==> config.mk <==
export PLATFORM = sky130hd
export DESIGN_NAME = cpri_unpack_top
export DESIGN_NICKNAME = d
export VERILOG_FILES = /design/src/hdl/cpri_frame_pkg.sv /design/src/hdl/cpri_iq_pkg.sv /design/src/hdl/cpri_header_capture.sv /design/src/hdl/cpri_iq_bit_unpack.sv /design/src/hdl/cpri_re_sequencer.sv /design/src/hdl/cpri_decompress.sv /design/src/hdl/cpri_unpack_top.sv
export SDC_FILE = /design/constraint.sdc
export NUM_CORES = 1
export LEC_CHECK = 0
export BUFFER_PORTS_ARGS = -buffer_cell sky130_fd_sc_hd__buf_2
export CAP_MARGIN = 15
export CORE_MARGIN = 3
export CORE_UTILIZATION = 45
export DETAILED_ROUTE_END_ITERATION = 6
export PLACE_DENSITY = 0.74
export SYNTH_ARGS = -nofsm -noshare
export SYNTH_HDL_FRONTEND = slang
export SYNTH_SLANG_ARGS = --single-unit
==> constraint.sdc <==
create_clock -name i_clk -period 3.6 [get_ports i_clk]
set_clock_uncertainty 0.05 [all_clocks]
set_input_delay 0.54 -clock i_clk [delete_from_list [all_inputs] [get_ports i_clk]]
set_output_delay 0.54 -clock i_clk [all_outputs]
set_load 0.05 [all_outputs]
==> src/hdl/cpri_frame_pkg.sv <==
/*
 * frame geometry, header field positions and header types of one CPRI symbol packet
 * imported by the header capture, the RE sequencer and the top level
 */
`default_nettype none

package cpri_frame_pkg;

    // --------------------
    // input stream and header
    localparam int WORD_W    = 64;
    localparam int HDR_WORDS = 4;
    localparam int HDR_CNT_W = $clog2(HDR_WORDS);
    // agc occupies header words 2 and 3
    localparam int AGC_W     = 2 * WORD_W;

    // --------------------
    // symbol geometry
    localparam int RE_PER_PRB    = 12;
    localparam int PRB_PER_SYMB  = 132;
    localparam int RE_PER_SYMB   = RE_PER_PRB * PRB_PER_SYMB;
    // 1584 samples, 8 per 7 words
    localparam int PAYLOAD_WORDS = 1386;
    localparam int RE_CNT_W      = $clog2(RE_PER_PRB);
    localparam int PRB_CNT_W     = $clog2(PRB_PER_SYMB);
    localparam int RE_ADDR_W     = $clog2(RE_PER_SYMB);

    // --------------------
    // field positions in info 0
    localparam int PKG_TYPE_LSB = 36;
    localparam int PKG_TYPE_W   = 4;
    localparam int CELL_IDX_BIT = 19;
    localparam int SLOT_IDX_LSB = 12;
    localparam int SLOT_IDX_W   = 7;
    localparam int SYMB_IDX_LSB = 8;
    localparam int SYMB_IDX_W   = 4;

    typedef logic [RE_ADDR_W-1:0] re_addr_t;

    typedef enum logic [1:0] {
        IDLE,
        HEADER,
        PAYLOAD
    } hdr_state_e;

    typedef struct packed {
        logic [WORD_W-1:0]     info_0;
        logic [WORD_W-1:0]     info_1;
        logic [PKG_TYPE_W-1:0] pkg_type;
        logic [SLOT_IDX_W-1:0] slot_idx;
        logic [SYMB_IDX_W-1:0] symb_idx;
        logic                  cell_idx;
        logic [AGC_W-1:0]      agc;
    } hdr_fields_t;

endpackage

`default_nettype wire

==> src/hdl/cpri_iq_pkg.sv <==
/*
 * compressed sample, shift and antenna-lane types for the payload path
 * compile after the frame package, which provides the RE address type
 */
`default_nettype none

package cpri_iq_pkg;

    // --------------------
    // lanes and sample packing
    localparam int ANT     = 4;
    localparam int LANE_W  = 16;
    localparam int PKG_W   = 14;
    localparam int MANT_W  = 7;
    localparam int SHIFT_W = 4;
    localparam int IQ_W    = 2 * LANE_W;

    // 7 words of 16-bit slices carry 8 samples of 14 bits
    localparam int GROUP_WORDS   = 7;
    localparam int GROUP_SAMPLES = 8;
    localparam int PHASE_W       = $clog2(GROUP_SAMPLES);

    // one shift nibble per prb, repeating every 8 prbs
    localparam int AGC_NIBBLES = 8;
    localparam int NIB_W       = $clog2(AGC_NIBBLES);

    typedef logic [ANT-1:0][PKG_W-1:0]   cpmr_pkg_t;
    typedef logic [ANT-1:0][SHIFT_W-1:0] shift_vec_t;
    // per lane: I in the upper half, Q in the lower half
    typedef logic [ANT-1:0][IQ_W-1:0]    iq_word_t;

    typedef struct packed {
        cpri_frame_pkg::re_addr_t addr;
        iq_word_t                 data;
        logic                     last;
    } iq_beat_t;

endpackage

`default_nettype wire

==> src/hdl/cpri_header_capture.sv <==
/*
 * packet FSM: stores the four header words after a start of packet and decodes
 * the info 0 fields, then enables the payload path until the symbol is done
 */
`timescale 1ns/1ns
`default_nettype none

module cpri_header_capture
    import cpri_frame_pkg::*;
(
    input  wire logic              i_clk,
    input  wire logic              i_reset,
    input  wire logic [WORD_W-1:0] i_rx_data,
    input  wire logic              i_rx_vld,
    input  wire logic              i_rx_sop,
    input  wire logic              i_symb_done,
    output hdr_fields_t            o_hdr,
    output logic                   o_hdr_vld,
    output logic                   o_payload_en
);

    hdr_state_e             state;
    logic [HDR_CNT_W-1:0]   word_cnt;
    hdr_fields_t            hdr_q;
    logic                   sop_word;
    logic                   hdr_word;
    logic                   hdr_last;

    // sop wins over everything, even mid-payload
    assign sop_word = i_rx_vld && i_rx_sop;
    assign hdr_word = i_rx_vld && !i_rx_sop && (state == HEADER);
    assign hdr_last = hdr_word && (word_cnt == HDR_CNT_W'(HDR_WORDS - 1));

    // --------------------
    // state and word count
    always_ff @(posedge i_clk) begin
        if (i_reset) begin
            state     <= IDLE;
            word_cnt  <= '0;
            o_hdr_vld <= 1'b0;
        end else if (sop_word) begin
            state     <= HEADER;
            word_cnt  <= HDR_CNT_W'(1);
            o_hdr_vld <= 1'b0;
        end else begin
            case (state)
                HEADER: begin
                    if (hdr_word) begin
                        word_cnt <= word_cnt + 1'b1;
                    end
                    if (hdr_last) begin
                        state     <= PAYLOAD;
                        o_hdr_vld <= 1'b1;
                    end
                end
                PAYLOAD: begin
                    if (i_symb_done) begin
                        state <= IDLE;
                    end
                end
                default: state <= IDLE;
            endcase
        end
    end

    // --------------------
    // header word storage
    always_ff @(posedge i_clk) begin
        if (sop_word) begin
            hdr_q.info_0 <= i_rx_data;
        end else if (hdr_word) begin
            case (word_cnt)
                HDR_CNT_W'(1): hdr_q.info_1 <= i_rx_data;
                HDR_CNT_W'(2): hdr_q.agc[WORD_W-1:0] <= i_rx_data;
                default: begin
                    hdr_q.agc[AGC_W-1:WORD_W] <= i_rx_data;
                    // info 0 is already held, decode along with the last word
                    hdr_q.pkg_type <= hdr_q.info_0[PKG_TYPE_LSB +: PKG_TYPE_W];
                    hdr_q.slot_idx <= hdr_q.info_0[SLOT_IDX_LSB +: SLOT_IDX_W];
                    hdr_q.symb_idx <= hdr_q.info_0[SYMB_IDX_LSB +: SYMB_IDX_W];
                    hdr_q.cell_idx <= hdr_q.info_0[CELL_IDX_BIT];
                end
            endcase
        end
    end

    assign o_hdr        = hdr_q;
    assign o_payload_en = (state == PAYLOAD);

endmodule

`default_nettype wire

==> src/hdl/cpri_iq_bit_unpack.sv <==
/*
 * repacks the 16-bit lane slices of payload words into 14-bit samples per lane
 * ready drops for one cycle after every seventh word to emit the eighth sample
 */
`timescale 1ns/1ns
`default_nettype none

module cpri_iq_bit_unpack
    import cpri_frame_pkg::*;
    import cpri_iq_pkg::*;
(
    input  wire logic              i_clk,
    input  wire logic              i_reset,
    input  wire logic [WORD_W-1:0] i_rx_data,
    input  wire logic              i_rx_vld,
    input  wire logic              i_payload_en,
    output logic                   o_rx_ready,
    output cpmr_pkg_t              o_pkg,
    output logic                   o_pkg_vld
);

    logic [PHASE_W-1:0] phase;
    logic [WORD_W-1:0]  prev_word;
    logic               accept;
    logic               drain;

    // --------------------
    // slice joining
    // phase k takes 2k unused top bits of the previous slice
    // and fills up with the low bits of the current one
    function automatic logic [PKG_W-1:0] join_slices(
        input logic [LANE_W-1:0]  cur,
        input logic [LANE_W-1:0]  prev,
        input logic [PHASE_W-1:0] ph
    );
        logic [2*LANE_W-1:0] pair;
        pair = {cur, prev} >> (LANE_W - ph * (LANE_W - PKG_W));
        return pair[PKG_W-1:0];
    endfunction

    // phase 7 drains the held word, no new word taken
    assign drain      = (phase == PHASE_W'(GROUP_WORDS));
    assign o_rx_ready = !drain;
    assign accept     = i_rx_vld && o_rx_ready && i_payload_en;

    // --------------------
    // group phase
    always_ff @(posedge i_clk) begin
        if (i_reset) begin
            phase     <= '0;
            o_pkg_vld <= 1'b0;
        end else begin
            o_pkg_vld <= accept || drain;
            if (drain || !i_payload_en) begin
                phase <= '0;
            end else if (accept) begin
                phase <= phase + 1'b1;
            end
        end
    end

    // --------------------
    // sample registers
    always_ff @(posedge i_clk) begin
        if (accept || drain) begin
            for (int a = 0; a < ANT; a++) begin
                o_pkg[a] <= join_slices(i_rx_data[a*LANE_W +: LANE_W],
                                        prev_word[a*LANE_W +: LANE_W],
                                        phase);
            end
        end
        if (accept) begin
            prev_word <= i_rx_data;
        end
    end

endmodule

`default_nettype wire

==> src/hdl/cpri_re_sequencer.sv <==
/*
 * numbers the samples of one symbol: RE within PRB, PRB within symbol and address
 * picks each lane's AGC shift for the current PRB and flags the last sample
 */
`timescale 1ns/1ns
`default_nettype none

module cpri_re_sequencer
    import cpri_frame_pkg::*;
    import cpri_iq_pkg::*;
(
    input  wire logic             i_clk,
    input  wire logic             i_reset,
    input  wire cpmr_pkg_t        i_pkg,
    input  wire logic             i_pkg_vld,
    input  wire logic [AGC_W-1:0] i_agc,
    output cpmr_pkg_t             o_pkg,
    output shift_vec_t            o_shift,
    output re_addr_t              o_addr,
    output logic                  o_last,
    output logic                  o_vld,
    output logic                  o_symb_done
);

    logic [RE_CNT_W-1:0]  re_cnt;
    logic [PRB_CNT_W-1:0] prb_cnt;
    re_addr_t             addr;
    logic                 re_end;
    logic                 addr_end;
    logic [NIB_W-1:0]     nib;
    shift_vec_t           shift_sel;

    assign re_end   = (re_cnt == RE_CNT_W'(RE_PER_PRB - 1));
    assign addr_end = (addr == RE_ADDR_W'(RE_PER_SYMB - 1));
    // prb mod 8, the nibble count is a power of two
    assign nib      = prb_cnt[NIB_W-1:0];

    // --------------------
    // shift select
    always_comb begin
        for (int a = 0; a < ANT; a++) begin
            shift_sel[a] = i_agc[a*AGC_NIBBLES*SHIFT_W + nib*SHIFT_W +: SHIFT_W];
        end
    end

    // --------------------
    // counters
    always_ff @(posedge i_clk) begin
        if (i_reset) begin
            re_cnt  <= '0;
            prb_cnt <= '0;
            addr    <= '0;
        end else if (i_pkg_vld) begin
            if (addr_end) begin
                re_cnt  <= '0;
                prb_cnt <= '0;
                addr    <= '0;
            end else begin
                addr <= addr + 1'b1;
                if (re_end) begin
                    re_cnt  <= '0;
                    prb_cnt <= prb_cnt + 1'b1;
                end else begin
                    re_cnt <= re_cnt + 1'b1;
                end
            end
        end
    end

    // --------------------
    // output stage
    always_ff @(posedge i_clk) begin
        if (i_reset) begin
            o_vld       <= 1'b0;
            o_last      <= 1'b0;
            o_symb_done <= 1'b0;
        end else begin
            o_vld       <= i_pkg_vld;
            o_last      <= i_pkg_vld && addr_end;
            o_symb_done <= i_pkg_vld && addr_end;
        end
    end

    always_ff @(posedge i_clk) begin
        if (i_pkg_vld) begin
            o_pkg   <= i_pkg;
            o_shift <= shift_sel;
            o_addr  <= addr;
        end
    end

endmodule

`default_nettype wire

==> src/hdl/cpri_decompress.sv <==
/*
 * expands the 7-bit I and Q mantissas of every lane to 16 bits with the PRB shift
 * and registers them as one output beat with address and last flag
 */
`timescale 1ns/1ns
`default_nettype none

module cpri_decompress
    import cpri_frame_pkg::*;
    import cpri_iq_pkg::*;
(
    input  wire logic       i_clk,
    input  wire logic       i_reset,
    input  wire cpmr_pkg_t  i_pkg,
    input  wire shift_vec_t i_shift,
    input  wire re_addr_t   i_addr,
    input  wire logic       i_last,
    input  wire logic       i_vld,
    output iq_beat_t        o_iq,
    output logic            o_iq_vld
);

    iq_word_t expanded;
    iq_word_t data_q;
    re_addr_t addr_q;
    logic     last_q;

    // sign-extend, shift left, keep the low 16 bits
    function automatic logic [LANE_W-1:0] expand(
        input logic [MANT_W-1:0]  mant,
        input logic [SHIFT_W-1:0] shift
    );
        logic [LANE_W-1:0] wide;
        wide = {{(LANE_W - MANT_W){mant[MANT_W-1]}}, mant};
        return wide << shift;
    endfunction

    always_comb begin
        for (int a = 0; a < ANT; a++) begin
            expanded[a] = {expand(i_pkg[a][PKG_W-1:MANT_W], i_shift[a]),
                           expand(i_pkg[a][MANT_W-1:0], i_shift[a])};
        end
    end

    // --------------------
    // output beat
    always_ff @(posedge i_clk) begin
        if (i_vld) begin
            data_q <= expanded;
            addr_q <= i_addr;
        end
    end

    always_ff @(posedge i_clk) begin
        if (i_reset) begin
            o_iq_vld <= 1'b0;
            last_q   <= 1'b0;
        end else begin
            o_iq_vld <= i_vld;
            last_q   <= i_vld && i_last;
        end
    end

    assign o_iq = '{addr: addr_q, data: data_q, last: last_q};

endmodule

`default_nettype wire

==> src/hdl/cpri_unpack_top.sv <==
/*
 * CPRI symbol unpacker: header capture, bit unpack, RE sequencing, decompression
 * one packet per sop, four antenna lanes of I/Q out with RE address
 */
`timescale 1ns/1ns
`default_nettype none

module cpri_unpack_top
    import cpri_frame_pkg::*;
    import cpri_iq_pkg::*;
(
    input  wire logic              i_clk,
    input  wire logic              i_reset,
    input  wire logic [WORD_W-1:0] i_rx_data,
    input  wire logic              i_rx_vld,
    input  wire logic              i_rx_sop,
    output logic                   o_rx_ready,
    output hdr_fields_t            o_hdr,
    output logic                   o_hdr_vld,
    output iq_beat_t               o_iq,
    output logic                   o_iq_vld
);

    logic       payload_en;
    logic       symb_done;
    cpmr_pkg_t  unpack_pkg;
    logic       unpack_vld;
    cpmr_pkg_t  seq_pkg;
    shift_vec_t seq_shift;
    re_addr_t   seq_addr;
    logic       seq_last;
    logic       seq_vld;

    // --------------------
    // packet control
    cpri_header_capture u_header_capture (
        .i_clk        (i_clk),
        .i_reset      (i_reset),
        .i_rx_data    (i_rx_data),
        .i_rx_vld     (i_rx_vld),
        .i_rx_sop     (i_rx_sop),
        .i_symb_done  (symb_done),
        .o_hdr        (o_hdr),
        .o_hdr_vld    (o_hdr_vld),
        .o_payload_en (payload_en)
    );

    // --------------------
    // payload pipeline
    cpri_iq_bit_unpack u_iq_bit_unpack (
        .i_clk        (i_clk),
        .i_reset      (i_reset),
        .i_rx_data    (i_rx_data),
        .i_rx_vld     (i_rx_vld),
        .i_payload_en (payload_en),
        .o_rx_ready   (o_rx_ready),
        .o_pkg        (unpack_pkg),
        .o_pkg_vld    (unpack_vld)
    );

    cpri_re_sequencer u_re_sequencer (
        .i_clk       (i_clk),
        .i_reset     (i_reset),
        .i_pkg       (unpack_pkg),
        .i_pkg_vld   (unpack_vld),
        .i_agc       (o_hdr.agc),
        .o_pkg       (seq_pkg),
        .o_shift     (seq_shift),
        .o_addr      (seq_addr),
        .o_last      (seq_last),
        .o_vld       (seq_vld),
        .o_symb_done (symb_done)
    );

    cpri_decompress u_decompress (
        .i_clk    (i_clk),
        .i_reset  (i_reset),
        .i_pkg    (seq_pkg),
        .i_shift  (seq_shift),
        .i_addr   (seq_addr),
        .i_last   (seq_last),
        .i_vld    (seq_vld),
        .o_iq     (o_iq),
        .o_iq_vld (o_iq_vld)
    );

endmodule

`default_nettype wire

### After elaboration in Yosys (flattened, before gate mapping)

Index checks and enable logic that the tools add are counted.

* bits in registers: 650
* input bits: 68
* word-level logic and storage cells: 120

* muxes and demuxes: 12
* eq/ne operators: 12
* reduce and logical (&&, ||, !) cells: 28
* shift-type cells: 16
* bitwise gates (word level): 2
* add/sub/neg operators: 9

Operator list (count)
* $shiftx 128x33->4: 3
* $shiftx 128x6->4: 1
* $shl 16x4->16: 8
* $shr 32x32->14: 4
* $add 7x5->8 const A: 2
* $mux 8: 2
* $reduce_and 2->1: 6
* $add 11x1->11 const B: 1
* $eq 11x11->1 const B: 1
* $mux 11: 1
* $reduce_and 3->1: 3
* $add 8x1->8 const B: 1
* $logic_and 1x1->1: 8
* $mux 4: 2
* $add 6x5->7 const A: 1
* $eq 2x2->1 const B: 3
* $reduce_bool 2->1: 3
* $reduce_or 2->1: 3
* $sub 5x4->6 const A: 1
* $add 4x1->4 const B: 1
* $eq 2x1->1 const B: 2
* $eq 4x4->1 const B: 1
* $mux 1: 4
* $mux 2: 2
* other kinds (10): 15

### Longest topological paths before layout

* word-level depth: 7
* depth in mapped cells: 13

### Hierarchy

From an unflattened synthesis, not the netlist that was laid out.

* cells, all modules: 1848
* area, all modules: 29040.4 um^2

By module, submodules not included
* cpri_header_capture: area an instance 8445.6 um^2, cells an instance 303, seq. area each 8267.9 um^2, instances 1
* cpri_iq_bit_unpack: area an instance 8182.8 um^2, cells an instance 670, seq. area each 3683.5 um^2, instances 1
* cpri_decompress: area an instance 8011.4 um^2, cells an instance 637, seq. area each 4214.0 um^2, instances 1
* cpri_re_sequencer: area an instance 4400.5 um^2, cells an instance 238, seq. area each 2892.8 um^2, instances 1

### Least setup slack after synthesis

OpenSTA, ideal clock, no wires.

* path kind: register to register
* start point: register u_iq_bit_unpack.phase[0]
* end point: register u_iq_bit_unpack.o_pkg[0] (netlist name), enable pin
* period minus slack after synthesis: 4.088 ns
* arrival time: 3.648 ns
* cell stages (with the launch flop): 6
* buffers on the path: 0
* library setup time: 0.389 ns
* path slack: -0.488 ns
* path through: dfxtp_1 > ha_1 > ha_1 > inv_1 > and3_1 > or2_2

* word-level cells in the longest chain between the ends: 5

RTL lines
* start: declaration: RTL line cpri_iq_bit_unpack.sv:22 `logic [PHASE_W-1:0] phase;`
* start signal: assignment: RTL line cpri_iq_bit_unpack.sv:57 `phase <= phase + 1'b1;`
* $eq 3x3->1: RTL line cpri_iq_bit_unpack.sv:42 `assign drain = (phase == PHASE_W'(GROUP_WORDS));`
* $logic_not 1->1: RTL line cpri_iq_bit_unpack.sv:43 `assign o_rx_ready = !drain;`
* via o_rx_ready: RTL line cpri_unpack_top.sv:17 `output logic o_rx_ready,`
* $logic_and 1x1->1 (2 in series): RTL line cpri_iq_bit_unpack.sv:44 `assign accept = i_rx_vld && o_rx_ready && i_payload_en;`
* via u_iq_bit_unpack.accept: RTL line cpri_iq_bit_unpack.sv:24 `logic accept;`
* $logic_or 1x1->1: RTL line cpri_iq_bit_unpack.sv:65 `if (accept || drain) begin`
* end signal: indexed assignment: RTL line cpri_iq_bit_unpack.sv:67 `o_pkg[a] <= join_slices(i_rx_data[a*LANE_W +: LANE_W],`
* end: declaration: RTL line cpri_iq_bit_unpack.sv:18 `output cpmr_pkg_t o_pkg,`

The timed path passes the listed nets, and every way through them passes these cells.
A chain may end at the register's enable or synchronous reset.

### Final worst setup path

* start point: register u_iq_bit_unpack.phase[0]
* end point: register u_iq_bit_unpack.o_pkg[17] (netlist name) (data pin)

* word-level cells in the longest chain between the ends: 2

RTL lines
* $sub 5x4->6: RTL line cpri_iq_bit_unpack.sv:37 `pair = {cur, prev} >> (LANE_W - ph * (LANE_W - PKG_W));`
* $shr 32x32->14: RTL line cpri_iq_bit_unpack.sv:37

Every way passes these cells.

==> impl_metrics.ini <==
[die]
initial_core_util_pct = 45.9
die_x_um = 258
dieArea_sq_um = 66600
coreArea_sq_um = 62300
rows = 91
boundaryPins = 483
die_h_um = 258

[setup_path]
critPathMaxFanout = 44
max_stage_delay_ns = 0.64
start_kind = register
worst_ep_required_time_ns = 3.85
crit_type = reg -> reg
path_delay_family = buffers and inverters
timing.critical_path.mode_cell = buf_4
cp-end-kind = register
worst-path-buf-inv = 2
cp_cell_sequence = buf_4 -> buf_4 -> mux4_2 -> and2_1 -> a211oi_1 -> a31oi_1
r2r_start = u_iq_bit_unpack.phase[0]$_SDFFE_PP0P_
critPathSlowestCell = buf_4
cp_data_arrival_time_ns = 3.15
crit_start = u_iq_bit_unpack.phase[0]$_SDFFE_PP0P_
rrSetupSlack_ns = 0.71

[cts]
clkSinkCount = 645
cts_resized = 0
cts-root-buf = clkbuf_16
holdBufCountCts = 0
clk_pin_slew_ns = 0.06
cts_htree_levels = 3
cts_made_buffers = 71
clk_latency_ns = 0.60
cts_tree = yes
clockBufferDepth = 3
cts_setup_buffers = 0

[cells_and_area]
layout-drive-gt1-share_pct = 34.4
final_common_cell = edfxtp_1
area_delta_synth_final_pct = 19.9
final_cells = 3201
layout_common_cells = edfxtp_1, buf_2, mux2i_1, nand2_1
final_nets = 2388
n_antenna_cell = 0

[logic_synthesis]
ys_types = 57
synthFlopType = edfxtp_1
synthCells = 1839
synth_warnings = 0
syn_area_sq_um = 28600
syn-num-nets = 1916
synth_top_area_share_pct = 64.4
async_flop_share_pct = 0
yosys.area.top_type = edfxtp_1
synth.avg_cell_area_sq_um = 15.6
yosysSeqAreaShare_pct = 66.6
ys_seq_elements = 645
synth-edff-count = 614
ys_top_cells_by_area = edfxtp_1, mux4_2, mux2i_1

[hold_path]
holdCritStartpoint = i_rx_data[41]
hold_path.class = in -> reg

[sta]
max_slew.worst_pin.slew_ns = 1.01
rsz0062_at_grt = no
setup_viol = 0
slew_headroom_pct = 32.8
maxSlewViolCount = 0
finalSetupTns_ns = 0
timing.fmax_mhz = 345
timing.final.crit_share_pct = 80.4
hold_viol = 0
fin_crit_ns = 2.89

[placement]
finalWeightedCongestion = 0.904
hpwl_um = 54600
dp.cells = 3074
numPortBuffers = 482

[power]
p_clk_share_pct = 45.8
cellPowerDensity_nw_per_um2 = 478
switching_power_mw = 3.38
peakVddDrop_mv = 0.396
internal_power_mw = 13.0
pwr-share-comb_pct = 3.8
power_leakage_nw = 12.3
power_mw = 16.4
pwr-share-seq_pct = 50.4
swShare_pct = 20.6

[routing]
via_count = 18300
first_iter_violations = 1497
drc = 0
antenna_left = 0
via_per_inst = 5.72
dr.pass1.iters = 6
routed_wl_um = 76700
wire_per_inst_um = 24.0

[global_routing]
track_usage_pct = 22.7
grt_start_max_net_pins = 73
grt_first_pass_wirelength_um = 115000
grt_pass1_vias = 18100
antenna_found_initial = 1
grt-ovfl-total = 0

[run_status]
outcome = completed

[job]
drv_cap = 0
-- cells by family (layout without fill, tap and decap cells) --
family,count (synthesis),count (layout),synth area share [%]
flip-flops,645,645,66.6
AND/OR/NAND/NOR,393,393,6.71
multiplexers,314,314,16.1
AO/OA/AOI/OAI,313,313,6.90
buffers and inverters,151,676,2.79
XOR/XNOR,14,14,0.494
adder cells (fa/ha/maj),9,9,0.394
-- final timing paths --
path,endpoint,cells past startpoint
max reg2reg,u_iq_bit_unpack.o_pkg[17]$_DFFE_PP_,6
min,u_header_capture.o_hdr[105]$_DFFE_PP_,1
max,u_iq_bit_unpack.o_pkg[17]$_DFFE_PP_,6
min reg2reg,u_decompress.addr_q[6]$_DFFE_PP_,0
-- metal layers --
layer / routed length, um / track usage (%)
met1: 30800 / 29.6
met2: 37300 / 37.3
met3: 5720 / 4.77
met5: 0 / 0
met4: 2890 / 9.10
-- cell usage after synthesis, types with 10 or more instances --
cell type / number
a211oi_1: 39
and3_1: 11
nand3_1: 22
edfxtp_1: 614
nand2_1: 121
nor2b_1: 27
nand2b_1: 10
o211ai_1: 15
o2bb2ai_1: 14
nor3b_1: 19
buf_6: 15
a31oi_1: 25
mux4_2: 110
and2_1: 30
a21oi_1: 110
mux2_2: 41
clkbuf_1: 50
buf_4: 15
mux2i_1: 156
buf_2: 41
o21ai_0: 44
inv_1: 20
nor2_1: 94
dfxtp_1: 31
o22ai_1: 19
nor3_1: 27
-- registers in the layout, summed over array words and instances, names as in the netlist --
register / flops
u_re_sequencer.o_pkg: 56
u_re_sequencer.o_vld: 1
u_re_sequencer.re_cnt: 4
u_iq_bit_unpack.o_pkg_vld: 1
u_header_capture.word_cnt: 2
u_iq_bit_unpack.phase: 3
u_header_capture.state: 2
u_re_sequencer.prb_cnt: 3
u_re_sequencer.o_shift: 16
u_iq_bit_unpack.prev_word: 64
u_re_sequencer.o_last: 1
u_decompress.o_iq: 128
u_decompress.addr_q: 11
u_re_sequencer.addr: 11
u_header_capture.o_hdr: 272
u_decompress.last_q: 1
u_re_sequencer.o_addr: 11
u_header_capture.o_hdr_vld: 1
u_decompress.o_iq_vld: 1
u_iq_bit_unpack.o_pkg: 56
-- worst reg2reg max path: stages (launching register included) --
cell,delay [ns]
dfxtp_4,0.36
buf_4,0.44
buf_4,0.65
mux4_2,0.62
and2_1,0.17
a211oi_1,0.23
a31oi_1,0.08
-- layout make-up --
| class | instances | area [sq um] |
|---|---|---|
| Tap cell | 837 | 1050 |
| Timing Repair Buffer | 528 | 2900 |
| Fill cell | 5003 | 28000 |
| Clock inverter | 38 | 474 |
| Clock buffer | 88 | 1950 |
| Multi-Input combinational cell | 1043 | 8770 |
| Sequential cell | 645 | 19100 |
| Inverter | 22 | 82.6 |
-- through the flow --
step           worst slack (ns)  cell area, sq um  hold WS, ns  utilization, %
3_5_place_dp              0.713             31900        0.357            51.1
3_3_place_gp              0.805             31900        0.356            51.1
2_1_floorplan            0.0202             28600        0.350               -
4_1_cts                   0.704             34300        0.164            55.0
6_report                  0.705             34300        0.194            55.1
5_1_grt                   0.484             34300        0.192            55.1
-- power by group through the flow --
stage               sequential, mW  clock (mW)  combinational (mW)
floorplan                     8.67           0               0.122
global placement              8.42           0               0.613
detailed placement            8.43           0               0.623
CTS                           8.27        7.69               0.624
global route                  8.27        7.98               0.652
finish                        8.27        7.51               0.622
(Power assumes the default switching activity.)
